## config.mk

```make
export PLATFORM = sky130hd
export DESIGN_NAME = out_buf_top
export DESIGN_NICKNAME = d
export VERILOG_FILES = /design/src/hw/out_buf_pkg.sv /design/src/hw/out_bank_ctrl.sv /design/src/hw/out_bank_ram.sv /design/src/hw/out_buf_top.sv /design/src/hw/out_host_read.sv /design/src/hw/out_row_writer.sv
export VERILOG_INCLUDE_DIRS = /design/src /design/src/hw
export SDC_FILE = /design/constraint.sdc
export NUM_CORES = 1
export LEC_CHECK = 0
export ABC_CLOCK_PERIOD_IN_PS = 9100
export BUFFER_PORTS_ARGS = -buffer_cell sky130_fd_sc_hd__buf_4
export CORE_MARGIN = 4
export CORE_UTILIZATION = 50
export CTS_CLUSTER_DIAMETER = 100
export DETAILED_ROUTE_END_ITERATION = 10
export GPL_TIMING_DRIVEN = 0
export MAX_ROUTING_LAYER = met4
export PLACE_DENSITY_LB_ADDON = 0.05
export SYNTH_ARGS = -nofsm -noshare
export SYNTH_HDL_FRONTEND = slang
export SYNTH_SLANG_ARGS = --single-unit
```

## constraint.sdc

```tcl
create_clock -name clk -period 9.1 [get_ports clk]
set_clock_uncertainty 0.05 [all_clocks]
set_input_delay 1.365 -clock clk [delete_from_list [all_inputs] [get_ports clk]]
set_output_delay 1.365 -clock clk [all_outputs]
set_load 0.01 [all_outputs]
```

## src/hw/out_buf_config.svh

```systemverilog
`ifndef OUT_BUF_CONFIG_SVH
`define OUT_BUF_CONFIG_SVH

// values delivered per beat by the compute engine
`define OUT_ROWS 4

// max beats in one frame, sets the bank depth together with OUT_ROWS
`define OUT_COLS 8

`define OUT_Y_BITS 16 // signed result width

// word address into one bank, host side adds two byte bits on top
`define OUT_ADDR_WIDTH 10

// cycles from host enable to data on o_ram_rddata
`define OUT_RAM_LATENCY 2

`endif

```

## src/hw/out_buf_pkg.sv

```systemverilog
`default_nettype none

`include "out_buf_config.svh"

package out_buf_pkg;

  // one result value from the engine
  typedef logic signed [`OUT_Y_BITS-1:0] y_t;

  // one input beat, element 0 sits in the low bits and is written first
  typedef y_t [`OUT_ROWS-1:0] row_t;

  typedef logic [`OUT_ADDR_WIDTH-1:0] waddr_t; // word address in a bank

  // host side is byte addressed
  typedef logic [`OUT_ADDR_WIDTH+1:0] haddr_t;

  typedef logic [31:0] hword_t; // sign-extended read word

endpackage

`default_nettype wire

```

## src/hw/out_bank_ctrl.sv

```systemverilog
`default_nettype none

module out_bank_ctrl (
  input  logic clk,
  input  logic rstn,
  input  logic i_frame_done,
  input  logic i_done_proc,
  output logic o_wr_free,
  output logic o_wr_bank,
  output logic o_rd_bank,
  output logic o_done_fill
);

  // read side sequence
  // bank written -> pulse done_fill -> host reads -> host toggles done_proc -> release bank
  typedef enum logic [2:0] {
    R_IDLE,
    R_DONE_FILL,
    R_READ,
    R_WAIT,
    R_SWITCH
  } rd_state_t;

  rd_state_t state, state_next;

  logic [1:0] bank_written; // holds a full frame not yet handed back
  logic [1:0] bank_read;    // free for the writer
  logic       wr_bank;
  logic       rd_bank;
  logic       dp_prev;      // done_proc level seen at the end of the last read

  always_comb begin
    state_next = state;
    case (state)
      R_IDLE:      if (bank_written[rd_bank]) state_next = R_DONE_FILL;
      R_DONE_FILL: state_next = R_READ;
      R_READ:      if (dp_prev != i_done_proc) state_next = R_WAIT;
      R_WAIT:      state_next = R_SWITCH;
      R_SWITCH:    state_next = R_IDLE;
      default:     state_next = R_IDLE;
    endcase
  end

  always_ff @(posedge clk) begin
    if (!rstn) state <= R_IDLE;
    else       state <= state_next;
  end

  // write side flips as soon as the writer reports a full bank
  always_ff @(posedge clk) begin
    if (!rstn)             wr_bank <= 1'b0;
    else if (i_frame_done) wr_bank <= ~wr_bank;
  end

  always_ff @(posedge clk) begin
    if (!rstn)                   rd_bank <= 1'b0;
    else if (state == R_SWITCH)  rd_bank <= ~rd_bank;
  end

  always_ff @(posedge clk) begin
    if (!rstn)                                    dp_prev <= 1'b0;
    else if (state == R_READ && state_next == R_WAIT) dp_prev <= i_done_proc;
  end

  // the writer never touches the bank being read, so the indices do not collide
  always_ff @(posedge clk) begin
    if (!rstn) begin
      bank_written <= 2'b00;
      bank_read    <= 2'b11;
    end else begin
      if (i_frame_done)
        bank_written[wr_bank] <= 1'b1;
      if (state == R_DONE_FILL)
        bank_read[rd_bank] <= 1'b0; // host owns it now
      if (state == R_SWITCH) begin
        bank_written[rd_bank] <= 1'b0;
        bank_read[rd_bank]    <= 1'b1;
      end
    end
  end

  assign o_wr_free   = bank_read[wr_bank];
  assign o_wr_bank   = wr_bank;
  assign o_rd_bank   = rd_bank;
  assign o_done_fill = (state == R_DONE_FILL);

endmodule

`default_nettype wire

```

## src/hw/out_bank_ram.sv

```systemverilog
`default_nettype none

`include "out_buf_config.svh"

module out_bank_ram (
  input  logic                clk,
  input  logic                i_wr_en,
  input  out_buf_pkg::waddr_t i_wr_addr,
  input  out_buf_pkg::y_t     i_wr_data,
  input  logic                i_rd_en,
  input  out_buf_pkg::waddr_t i_rd_addr,
  output out_buf_pkg::y_t     o_rd_data
);

  localparam int DEPTH   = `OUT_COLS * `OUT_ROWS;
  localparam int DEPTH_W = $clog2(DEPTH);

  out_buf_pkg::y_t mem [DEPTH];

  logic [DEPTH_W-1:0] rd_addr_q;

  always_ff @(posedge clk) begin
    if (i_wr_en) mem[i_wr_addr[DEPTH_W-1:0]] <= i_wr_data;
  end

  // address register plus output register, two cycles to data
  always_ff @(posedge clk) begin
    if (i_rd_en) rd_addr_q <= i_rd_addr[DEPTH_W-1:0];
  end

  always_ff @(posedge clk) begin
    o_rd_data <= mem[rd_addr_q];
  end

endmodule

`default_nettype wire

```

## src/hw/out_buf_top.sv

```systemverilog
`default_nettype none

module out_buf_top (
  input  logic                clk,
  input  logic                rstn,
  // engine side
  input  logic                i_s_valid,
  input  out_buf_pkg::row_t   i_s_data,
  input  logic                i_s_last,
  output logic                o_s_ready,
  // host side
  input  logic                i_ram_en,
  input  out_buf_pkg::haddr_t i_ram_addr,
  output out_buf_pkg::hword_t o_ram_rddata,
  output logic                o_done_fill,
  input  logic                i_done_proc
);

  logic                wr_en;
  out_buf_pkg::waddr_t wr_addr;
  out_buf_pkg::y_t     wr_data;
  logic                frame_done;
  logic                wr_free;
  logic                wr_bank;
  logic                rd_bank;
  out_buf_pkg::waddr_t rd_addr;
  out_buf_pkg::y_t     bank_data [2];

  out_row_writer u_writer (
    .clk          (clk),
    .rstn         (rstn),
    .i_s_valid    (i_s_valid),
    .i_s_data     (i_s_data),
    .i_s_last     (i_s_last),
    .i_wr_free    (wr_free),
    .o_s_ready    (o_s_ready),
    .o_wr_en      (wr_en),
    .o_wr_addr    (wr_addr),
    .o_wr_data    (wr_data),
    .o_frame_done (frame_done)
  );

  out_bank_ctrl u_ctrl (
    .clk          (clk),
    .rstn         (rstn),
    .i_frame_done (frame_done),
    .i_done_proc  (i_done_proc),
    .o_wr_free    (wr_free),
    .o_wr_bank    (wr_bank),
    .o_rd_bank    (rd_bank),
    .o_done_fill  (o_done_fill)
  );

  // both banks see the host address, only the write bank takes the strobe
  for (genvar g = 0; g < 2; g++) begin : g_bank
    out_bank_ram u_ram (
      .clk       (clk),
      .i_wr_en   (wr_en && (wr_bank == 1'(g))),
      .i_wr_addr (wr_addr),
      .i_wr_data (wr_data),
      .i_rd_en   (i_ram_en),
      .i_rd_addr (rd_addr),
      .o_rd_data (bank_data[g])
    );
  end

  out_host_read u_host_read (
    .clk          (clk),
    .rstn         (rstn),
    .i_ram_en     (i_ram_en),
    .i_ram_addr   (i_ram_addr),
    .i_rd_bank    (rd_bank),
    .i_bank0_data (bank_data[0]),
    .i_bank1_data (bank_data[1]),
    .o_rd_addr    (rd_addr),
    .o_ram_rddata (o_ram_rddata)
  );

endmodule

`default_nettype wire

```

## src/hw/out_host_read.sv

```systemverilog
`default_nettype none

`include "out_buf_config.svh"

module out_host_read (
  input  logic                clk,
  input  logic                rstn,
  input  logic                i_ram_en,
  input  out_buf_pkg::haddr_t i_ram_addr,
  input  logic                i_rd_bank,
  input  out_buf_pkg::y_t     i_bank0_data,
  input  out_buf_pkg::y_t     i_bank1_data,
  output out_buf_pkg::waddr_t o_rd_addr,
  output out_buf_pkg::hword_t o_ram_rddata
);

  localparam int LAT    = `OUT_RAM_LATENCY;
  localparam int Y_BITS = `OUT_Y_BITS;

  logic [LAT-1:0]  bank_pipe;  // read bank captured with the address and delayed like the RAM data
  logic            bank_issue; // read bank of the last enabled address
  out_buf_pkg::y_t sel_data;

  assign o_rd_addr = i_ram_addr[`OUT_ADDR_WIDTH+1:2]; // byte to word

  // first stage holds like the RAM address register
  assign bank_issue = i_ram_en ? i_rd_bank : bank_pipe[0];

  always_ff @(posedge clk) begin
    if (!rstn)         bank_pipe <= '0;
    else if (LAT == 1) bank_pipe <= bank_issue;
    else               bank_pipe <= {bank_pipe[LAT-2:0], bank_issue};
  end

  assign sel_data = bank_pipe[LAT-1] ? i_bank1_data : i_bank0_data;

  assign o_ram_rddata = {{(32 - Y_BITS){sel_data[Y_BITS-1]}}, sel_data};

endmodule

`default_nettype wire

```

## src/hw/out_row_writer.sv

```systemverilog
`default_nettype none

`include "out_buf_config.svh"

module out_row_writer (
  input  logic                clk,
  input  logic                rstn,
  input  logic                i_s_valid,
  input  out_buf_pkg::row_t   i_s_data,
  input  logic                i_s_last,
  input  logic                i_wr_free,
  output logic                o_s_ready,
  output logic                o_wr_en,
  output out_buf_pkg::waddr_t o_wr_addr,
  output out_buf_pkg::y_t     o_wr_data,
  output logic                o_frame_done
);

  localparam int ROWS   = `OUT_ROWS;
  localparam int Y_BITS = `OUT_Y_BITS;
  localparam int CNT_W  = (ROWS > 1) ? $clog2(ROWS) : 1;

  typedef enum logic [1:0] {
    W_IDLE,
    W_WRITE,
    W_FILL,
    W_SWITCH
  } wr_state_t;

  wr_state_t state, state_next;

  logic              first_beat; // no beat loaded yet in this frame
  logic              last_beat;  // beat in the shift register carries the last flag
  logic              take;
  logic              en_shift;
  logic              row_last;
  logic              row_done;
  logic [CNT_W-1:0]  row_cnt;
  out_buf_pkg::row_t shift_reg;

  assign take     = i_s_valid && o_s_ready;
  assign row_last = (row_cnt == CNT_W'(ROWS - 1));

  // on the final element of a beat, wait for the next beat unless the frame ends here
  assign en_shift = (state == W_WRITE) && !first_beat &&
                    (row_last ? (i_s_valid || last_beat) : 1'b1);
  assign row_done = row_last && en_shift;

  always_comb begin
    state_next = state;
    case (state)
      W_IDLE:   if (i_wr_free) state_next = W_WRITE;
      W_WRITE:  if (row_done && last_beat) state_next = W_FILL;
      W_FILL:   state_next = W_SWITCH;
      W_SWITCH: state_next = W_IDLE;
      default:  state_next = W_IDLE;
    endcase
  end

  always_ff @(posedge clk) begin
    if (!rstn) state <= W_IDLE;
    else       state <= state_next;
  end

  // ready for the first beat, then again on the last element of each beat
  assign o_s_ready = (state == W_WRITE) && (state_next == W_WRITE) &&
                     (first_beat || row_last);

  always_ff @(posedge clk) begin
    if (!rstn || state == W_FILL) first_beat <= 1'b1;
    else if (take)                first_beat <= 1'b0;
  end

  always_ff @(posedge clk) begin
    if (!rstn)     last_beat <= 1'b0;
    else if (take) last_beat <= i_s_last;
  end

  always_ff @(posedge clk) begin
    if (!rstn || state == W_IDLE) row_cnt <= '0;
    else if (en_shift)            row_cnt <= row_last ? '0 : row_cnt + 1'b1;
  end

  // word address just counts written values across the frame
  always_ff @(posedge clk) begin
    if (!rstn || state == W_IDLE) o_wr_addr <= '0;
    else if (en_shift)            o_wr_addr <= o_wr_addr + 1'b1;
  end

  // a new beat overrides the shift, both land on the same edge when streaming
  always_ff @(posedge clk) begin
    if (take)          shift_reg <= i_s_data;
    else if (en_shift) shift_reg <= out_buf_pkg::row_t'(shift_reg >> Y_BITS);
  end

  assign o_wr_en      = en_shift;
  assign o_wr_data    = shift_reg[0];
  assign o_frame_done = (state == W_SWITCH); // one cycle, bank is complete

endmodule

`default_nettype wire

```

==> flow_metrics.tcl, run 1 <==
set metrics [dict create \
    status "finished clean" \
    end_kind "primary output" \
    clk_latency_ns 0.67 \
    fillers 6541 \
    core-area_um2 88510 \
    synthCells 2589 \
    hold_buffers 0 \
    start_util_pct 50.46 \
    async_flop_share_pct 0 \
    synth_edf_count 1093 \
    wl_mm 111.4 \
    die_area_um2 94180 \
    setup_tns_ns 0 \
    finalCriticalPeriod_ns 4.254 \
    routedWlPerCell_um 26.78 \
    worst_hold_path_type "reg -> reg" \
    io_pins 116 \
    first_iter_violations 2342 \
    pwr-share-comb_pct 7.9 \
    portBuffers 108 \
    synth_cell_types 41 \
    finalPower_mw 11.62 \
    p_sw_share_pct 21.62 \
    finalHoldViolations 0 \
    h-tree-depth 3 \
    synth_fp_nets 2676 \
    root_buffer "clkbuf_16" \
    multi_input_area_um2 9985 \
    yosys_most_used_dff "edfxtp_1" \
    ant_nets 0 \
    p_int_mw 9.104 \
    worstPathArrival_ns 2.84 \
    final_nets 2990 \
    cts_buffer_depth 3 \
    crit_type "reg -> out" \
    largest_register_ffs 1024 \
    ff2ff_path_depth 5 \
    p_leak_nw 18.67 \
    worst_pin_slew_ns 1.024 \
    yosysWarningCount 0 \
    dp_hpwl_mm 77.34 \
    overflow 0 \
    cts_made_buffers 115 \
    power_density_nw_per_um2 220.5 \
    die_width_um 306.9 \
    period_share_pct 46.75 \
    clk_pin_slew_worst_paths_ns 0.06 \
    rsz0062_at_grt "no" \
    grt_pass1_vias 24143 \
    maxCapViolations 0 \
    startpoint_type "register" \
    synth_area_per_cell_um2 17.25 \
    dr.pass1.iters 7 \
    hold-path-cell-count 1 \
    peakVddDrop_v 0.0001438 \
    power_frac_seq_pct 51.1 \
    worstPathRequired_ns 7.69 \
    clock-sinks 1148 \
    synth_top_area_share_pct 73.48 \
    r2r_start "u_writer.state[0]$_SDFF_PN0_" \
    synth_largest_area_cell "edfxtp_1" \
    post_cts_resize_count 0 \
    timing.rr.end "g_bank[1].u_ram.mem[18][2]$_DFFE_PP_" \
    grt_max_degree 65 \
    setup_viol 0 \
    yosysSeqAreaShare_pct 75.95 \
    place.gp.congestion 0.8508 \
    post-cts-setup-buffers 0 \
    drcViolationCount 0 \
    cts_tree "done" \
    yosys-top-cells-area "edfxtp_1 73%, mux2i_1 12%, dfxtp_1 2.5%, a22oi_1 1.6%, mux2_2 1.6%" \
    chipHeight_um 306.9 \
    fmax_mhz 235.1 \
    antenna_found_initial 1 \
    drive_above_1_share_pct 19.51 \
    ff_latch_area_um2 33920 \
    slew_headroom_pct 31.71 \
    viasPerCell 5.761 \
    ff2ff_setup_slack_ns 5.84 \
    syn_to_final_growth_pct 17.94 \
    maxSlewViolCount 0 \
    dr_total_vias 23960 \
    syn_area_um2 44670 \
    power.switching_mw 2.511 \
    ys_ff_latch 1148 \
    path_max_fanout 10 \
    pwr-share-clk_pct 41.0 \
    num_rows 109 \
    grt_use_total_pct 24.27 \
    grt_pass1_wl_mm 161.5 \
]
-- critical path: stages (launching register included) --
cell and delay [ns]:
dfxtp_1 0.42, clkbuf_1 0.46, clkbuf_1 0.67, mux2_2 0.46
buf_4 0.16
-- metrics by stage --
step | cell area (um^2) | util (%) | instances | setup WS (ns) | hold WS, ns
6_report | 52680 | 59.52 | 4159 | 4.846 | 0.4055
5_1_grt | 52680 | 59.51 | 4158 | 4.792 | 0.4321
4_1_cts | 52670 | 59.50 | 4158 | 4.839 | 0.4018
3_5_place_dp | 48820 | 55.16 | 3951 | 4.722 | 0.3868
3_3_place_gp | 46940 | 53.03 | 3862 | 4.032 | 0.3831
2_1_floorplan | 44670 | - | 2589 | 5.354 | 0.3682
-- cell usage after synthesis (29+ instances only) --
cell / instances
a21oi_1: 99
a22o_1: 64
a22oi_1: 97
a31oi_1: 34
buf_2: 29
buf_4: 46
clkbuf_1: 56
dfxtp_1: 55
edfxtp_1: 1093
mux2_2: 64
mux2i_1: 515
nand2_1: 116
nand3_1: 102
nor2_1: 77
nor3_1: 35
-- cell usage in the layout (no fill, tap or decap), drive strengths merged, types with 11 or more instances in the layout --
master and n:
nand3 102, a22oi 97, clkbuf 228, nand2 117
and3 17, a31oi 34, edfxtp 1093, mux2 64
clkinv 19, a22o 64, bufinv 11, nor3 35
nor2 77, buf 303, a21oi 99, dfxtp 55
mux2i 515
-- logic make-up (layout without fill, tap and decap cells) --
kind of cell    count (synthesis)  after routing  share of synthesized area (%)
flops                        1148           1148                          75.95
mux                           579            579                          13.15
simple gates                  378            378                          3.877
compound gates                306            306                          4.681
buf+inv                       166            570                          2.064
xor+xnor                        7              7                         0.1373
fa+ha+maj                       5              5                         0.1401
other cells                     0              1                              0
-- power by group through the flow --
stage          Sequential, mW  Combinational, mW  Clock (mW)
6_report                 5.93              0.919        4.77
5_1_grt                  5.93              0.976        5.07
4_1_cts                  5.93              0.925        4.84
3_5_place_dp             6.04              0.922           0
3_3_place_gp             6.14              0.749           0
2_1_floorplan            6.05              0.462           0
-- per-layer routing --
| metal | share of wire (%) | global-route usage, % | vias up |
|---|---|---|---|
| li1 | - | - | 10777 |
| met1 | 43 | 32.65 | 12234 |
| met2 | 47 | 38.21 | 794 |
| met3 | 6.8 | 4.236 | 155 |
| met4 | 3.1 | 7.710 | 0 |
| met5 | 0 | - | - |
-- area by class of cell --
class | count | area share, %
Antenna cell | 1 | 0.004750
Timing Repair Buffer | 197 | 4.826
Buffer | 162 | 1.722
Clock buffer | 172 | 6.430
Inverter | 4 | 0.02850
Tap cell | 1165 | 2.767
Clock inverter | 35 | 0.8717
Multi-Input combinational cell | 1275 | 18.95
Sequential cell | 1148 | 64.40
-- worst max-delay path by stage --
stage | from | endpoint | slack [ns] | cells after the start
after floorplan | i_s_valid | u_writer.o_wr_data[0]$_DFFE_PP_ | 5.35 | 4
after global placement | i_s_valid | g_bank[1].u_ram.mem[31][4]$_DFFE_PP_ | 4.03 | 6
after detailed placement | i_s_valid | g_bank[1].u_ram.mem[18][9]$_DFFE_PP_ | 4.72 | 6
after CTS | u_host_read.bank_pipe[1]$_SDFF_PN0_ | o_ram_rddata[14] | 4.84 | 4
after global routing | u_host_read.bank_pipe[1]$_SDFF_PN0_ | o_ram_rddata[10] | 4.79 | 4
final | u_host_read.bank_pipe[1]$_SDFF_PN0_ | o_ram_rddata[11] | 4.85 | 4
No activity file was read; power rests on OpenSTA's default activity.
==> inputs of run 2 (changes only) <==
ABC_CLOCK_PERIOD_IN_PS = 3500   (was 9100)
clock period = 3.5 ns   (was 9.1 ns; I/O delays follow)
==> run 2 against run 1 <==
Sequential power rose to 2.6 times the previous value. Clock power rose to 2.6 times the previous value. Flip-flop and latch count unchanged. Worst hold slack worse by 0.31 ns. Worst setup slack worse by 4.7 ns. Routed wire length about the same. Non-clock buffer count up 5.
==> flow_metrics.tcl, run 2 (same netlist as run 1, synthesis figures left out) <==
set metrics [dict create \
    chipHeight_um 306.9 \
    p_sw_share_pct 21.62 \
    finalHoldViolations 0 \
    crit_type "reg -> out" \
    first_iter_violations 2270 \
    grt_max_degree 65 \
    cts_buffer_depth 3 \
    power_frac_seq_pct 51.1 \
    whs_endpoint "u_writer.last_beat$_SDFFE_PN0P_" \
    num_rows 109 \
    fmax_mhz 294.8 \
    antenna_found_initial 1 \
    die_width_um 306.9 \
    timing.rr.end "g_bank[1].u_ram.mem[18][4]$_DFFE_PP_" \
    hold-path-cell-count 3 \
    core-area_um2 88510 \
    fin_util_pct 59.57 \
    pwr-share-clk_pct 41.0 \
    maxCapViolations 0 \
    drive_above_1_share_pct 19.48 \
    root_buffer "clkbuf_16" \
    status "finished clean" \
    cp_common_cell "clkbuf_1" \
    place.gp.congestion 0.8508 \
    ff2ff_setup_slack_ns 0.26 \
    dr.pass1.iters 5 \
    cp_cell_sequence "clkbuf_1 -> clkbuf_1 -> mux2_2 -> buf_4" \
    cpMaxStageDelayCell "clkbuf_1" \
    h-tree-depth 3 \
    slew_headroom_pct 29.38 \
    syn_to_final_growth_pct 18.05 \
    final_common_cell "edfxtp_1" \
    clk_pin_slew_worst_paths_ns 0.06 \
    min_from "i_s_last" \
    post-cts-setup-buffers 0 \
    ant_nets 0 \
    portBuffers 108 \
    power_density_nw_per_um2 572.8 \
    pwr-share-comb_pct 7.9 \
    die_area_um2 94180 \
    routedWlPerCell_um 26.77 \
    cts_tree "done" \
    setup_viol 0 \
    dp_hpwl_mm 77.34 \
    dr_total_vias 23963 \
    clock-sinks 1148 \
    io_pins 116 \
    final_cell_area_um2 52730 \
    grt_pass1_wl_mm 161.4 \
    worstPathRequired_ns 2.92 \
    viasPerCell 5.755 \
    path_max_fanout 10 \
    clk_latency_ns 0.67 \
    mostFrequentLayoutCells "1,093 x edfxtp_1, 515 x mux2i_1, 158 x buf_4" \
    grt_pass1_vias 24158 \
    overflow 0 \
    power.switching_mw 6.531 \
    maxSlewViolCount 0 \
    max_stage_delay_ns 0.66 \
    end_kind "primary output" \
    cts_made_buffers 115 \
    rsz0062_at_grt "no" \
    hold_ws_ns 0.09632 \
    peakVddDrop_v 0.0003733 \
    period_share_pct 96.93 \
    r2r_start "u_writer.state[0]$_SDFF_PN0_" \
    worst_pin_slew_ns 1.059 \
    finalCriticalPeriod_ns 3.392 \
    p_int_mw 23.67 \
    grt_use_total_pct 24.26 \
    postPlaceCellArea_um2 48820 \
    worstPathArrival_ns 2.82 \
    ff2ff_path_depth 5 \
    final_nets 2995 \
    p_leak_nw 18.69 \
    start_util_pct 50.46 \
    startpoint_type "register" \
    largest_register_ffs 1024 \
    wl_mm 111.5 \
    finalPower_mw 30.21 \
    worst_hold_path_type "in -> reg" \
    drcViolationCount 0 \
]
==> run 2: changes by cell type in the layout (fill, tap and decap cells not counted), sizes merged <==
cell and change:
dlygate4sd3 +5
==> run 2: critical path, delay by kind of cell, from the launching register on <==
kind | cells | cell delay [ns]
mux | 1 | 0.46
buf+inv | 3 | 1.28
flops | 1 | 0.40
==> run 2: cell type report <==
| type | count | area (um^2) |
|---|---|---|
| Multi-Input combinational cell | 1275 | 9985 |
| Buffer | 162 | 907.1 |
| Antenna cell | 1 | 2.502 |
| Tap cell | 1165 | 1458 |
| Sequential cell | 1148 | 33920 |
| Clock buffer | 172 | 3387 |
| Timing Repair Buffer | 202 | 2592 |
| Inverter | 4 | 15.01 |
| Clock inverter | 35 | 459.2 |
| Fill cell | 6534 | 35780 |
==> run 2: worst max path at each step <==
| stage | startpoint | end | slack (ns) |
|---|---|---|---|
| floorplan | u_writer.row_cnt[0]$_SDFFE_PP0N_ | u_writer.o_wr_data[0]$_DFFE_PP_ | 0.51 |
| global placement | i_s_valid | g_bank[1].u_ram.mem[31][4]$_DFFE_PP_ | -0.73 |
| detailed placement | u_writer.state[0]$_SDFF_PN0_ | g_bank[0].u_ram.mem[21][13]$_DFFE_PP_ | -0.08 |
| CTS | u_host_read.bank_pipe[1]$_SDFF_PN0_ | o_ram_rddata[14] | 0.08 |
| global route | u_writer.state[0]$_SDFF_PN0_ | g_bank[1].u_ram.mem[18][2]$_DFFE_PP_ | 0.03 |
| finish | u_host_read.bank_pipe[1]$_SDFF_PN0_ | o_ram_rddata[13] | 0.11 |
==> run 2: power by group through the flow <==
stage                     combinational, mW  clock [mW]  sequential, mW
after global routing                   2.54        13.2            15.4
after detailed placement               2.40           0            15.7
after floorplan                        1.20           0            15.7
after global placement                 1.95           0            16.0
after CTS                              2.41        12.6            15.4
final                                  2.40        12.4            15.4
==> run 2: layer usage <==
metal  GRT usage [%]  vias to the layer above  part of all wire [%]
met1           32.64                    12235                    43
li1                -                    10781                     -
met5               -                        -                     0
met3           4.236                      164                   6.8
met4           7.699                        0                   3.1
met2           38.21                      783                    47
==> run 2: repair_timing <==
| item | 4_1_cts | 5_1_grt |
|---|---|---|
| hold buffers | 5 | 0 |
| endpoints found under the hold margin | 5 | 0 |
| setup endpoints to repair | 64 | 0 |
| resized for setup | 4 | 0 |
==> run 2: through the flow <==
step	setup TNS (ns)	cells	setup WS, ns
final	0	4164	0.1076
after global routing	0	4163	0.03100
after CTS	0	4163	0.07883
after detailed placement	-3.716	3951	-0.07783
after global placement	-209.13	3862	-0.7279
after floorplan	0	2589	0.5124
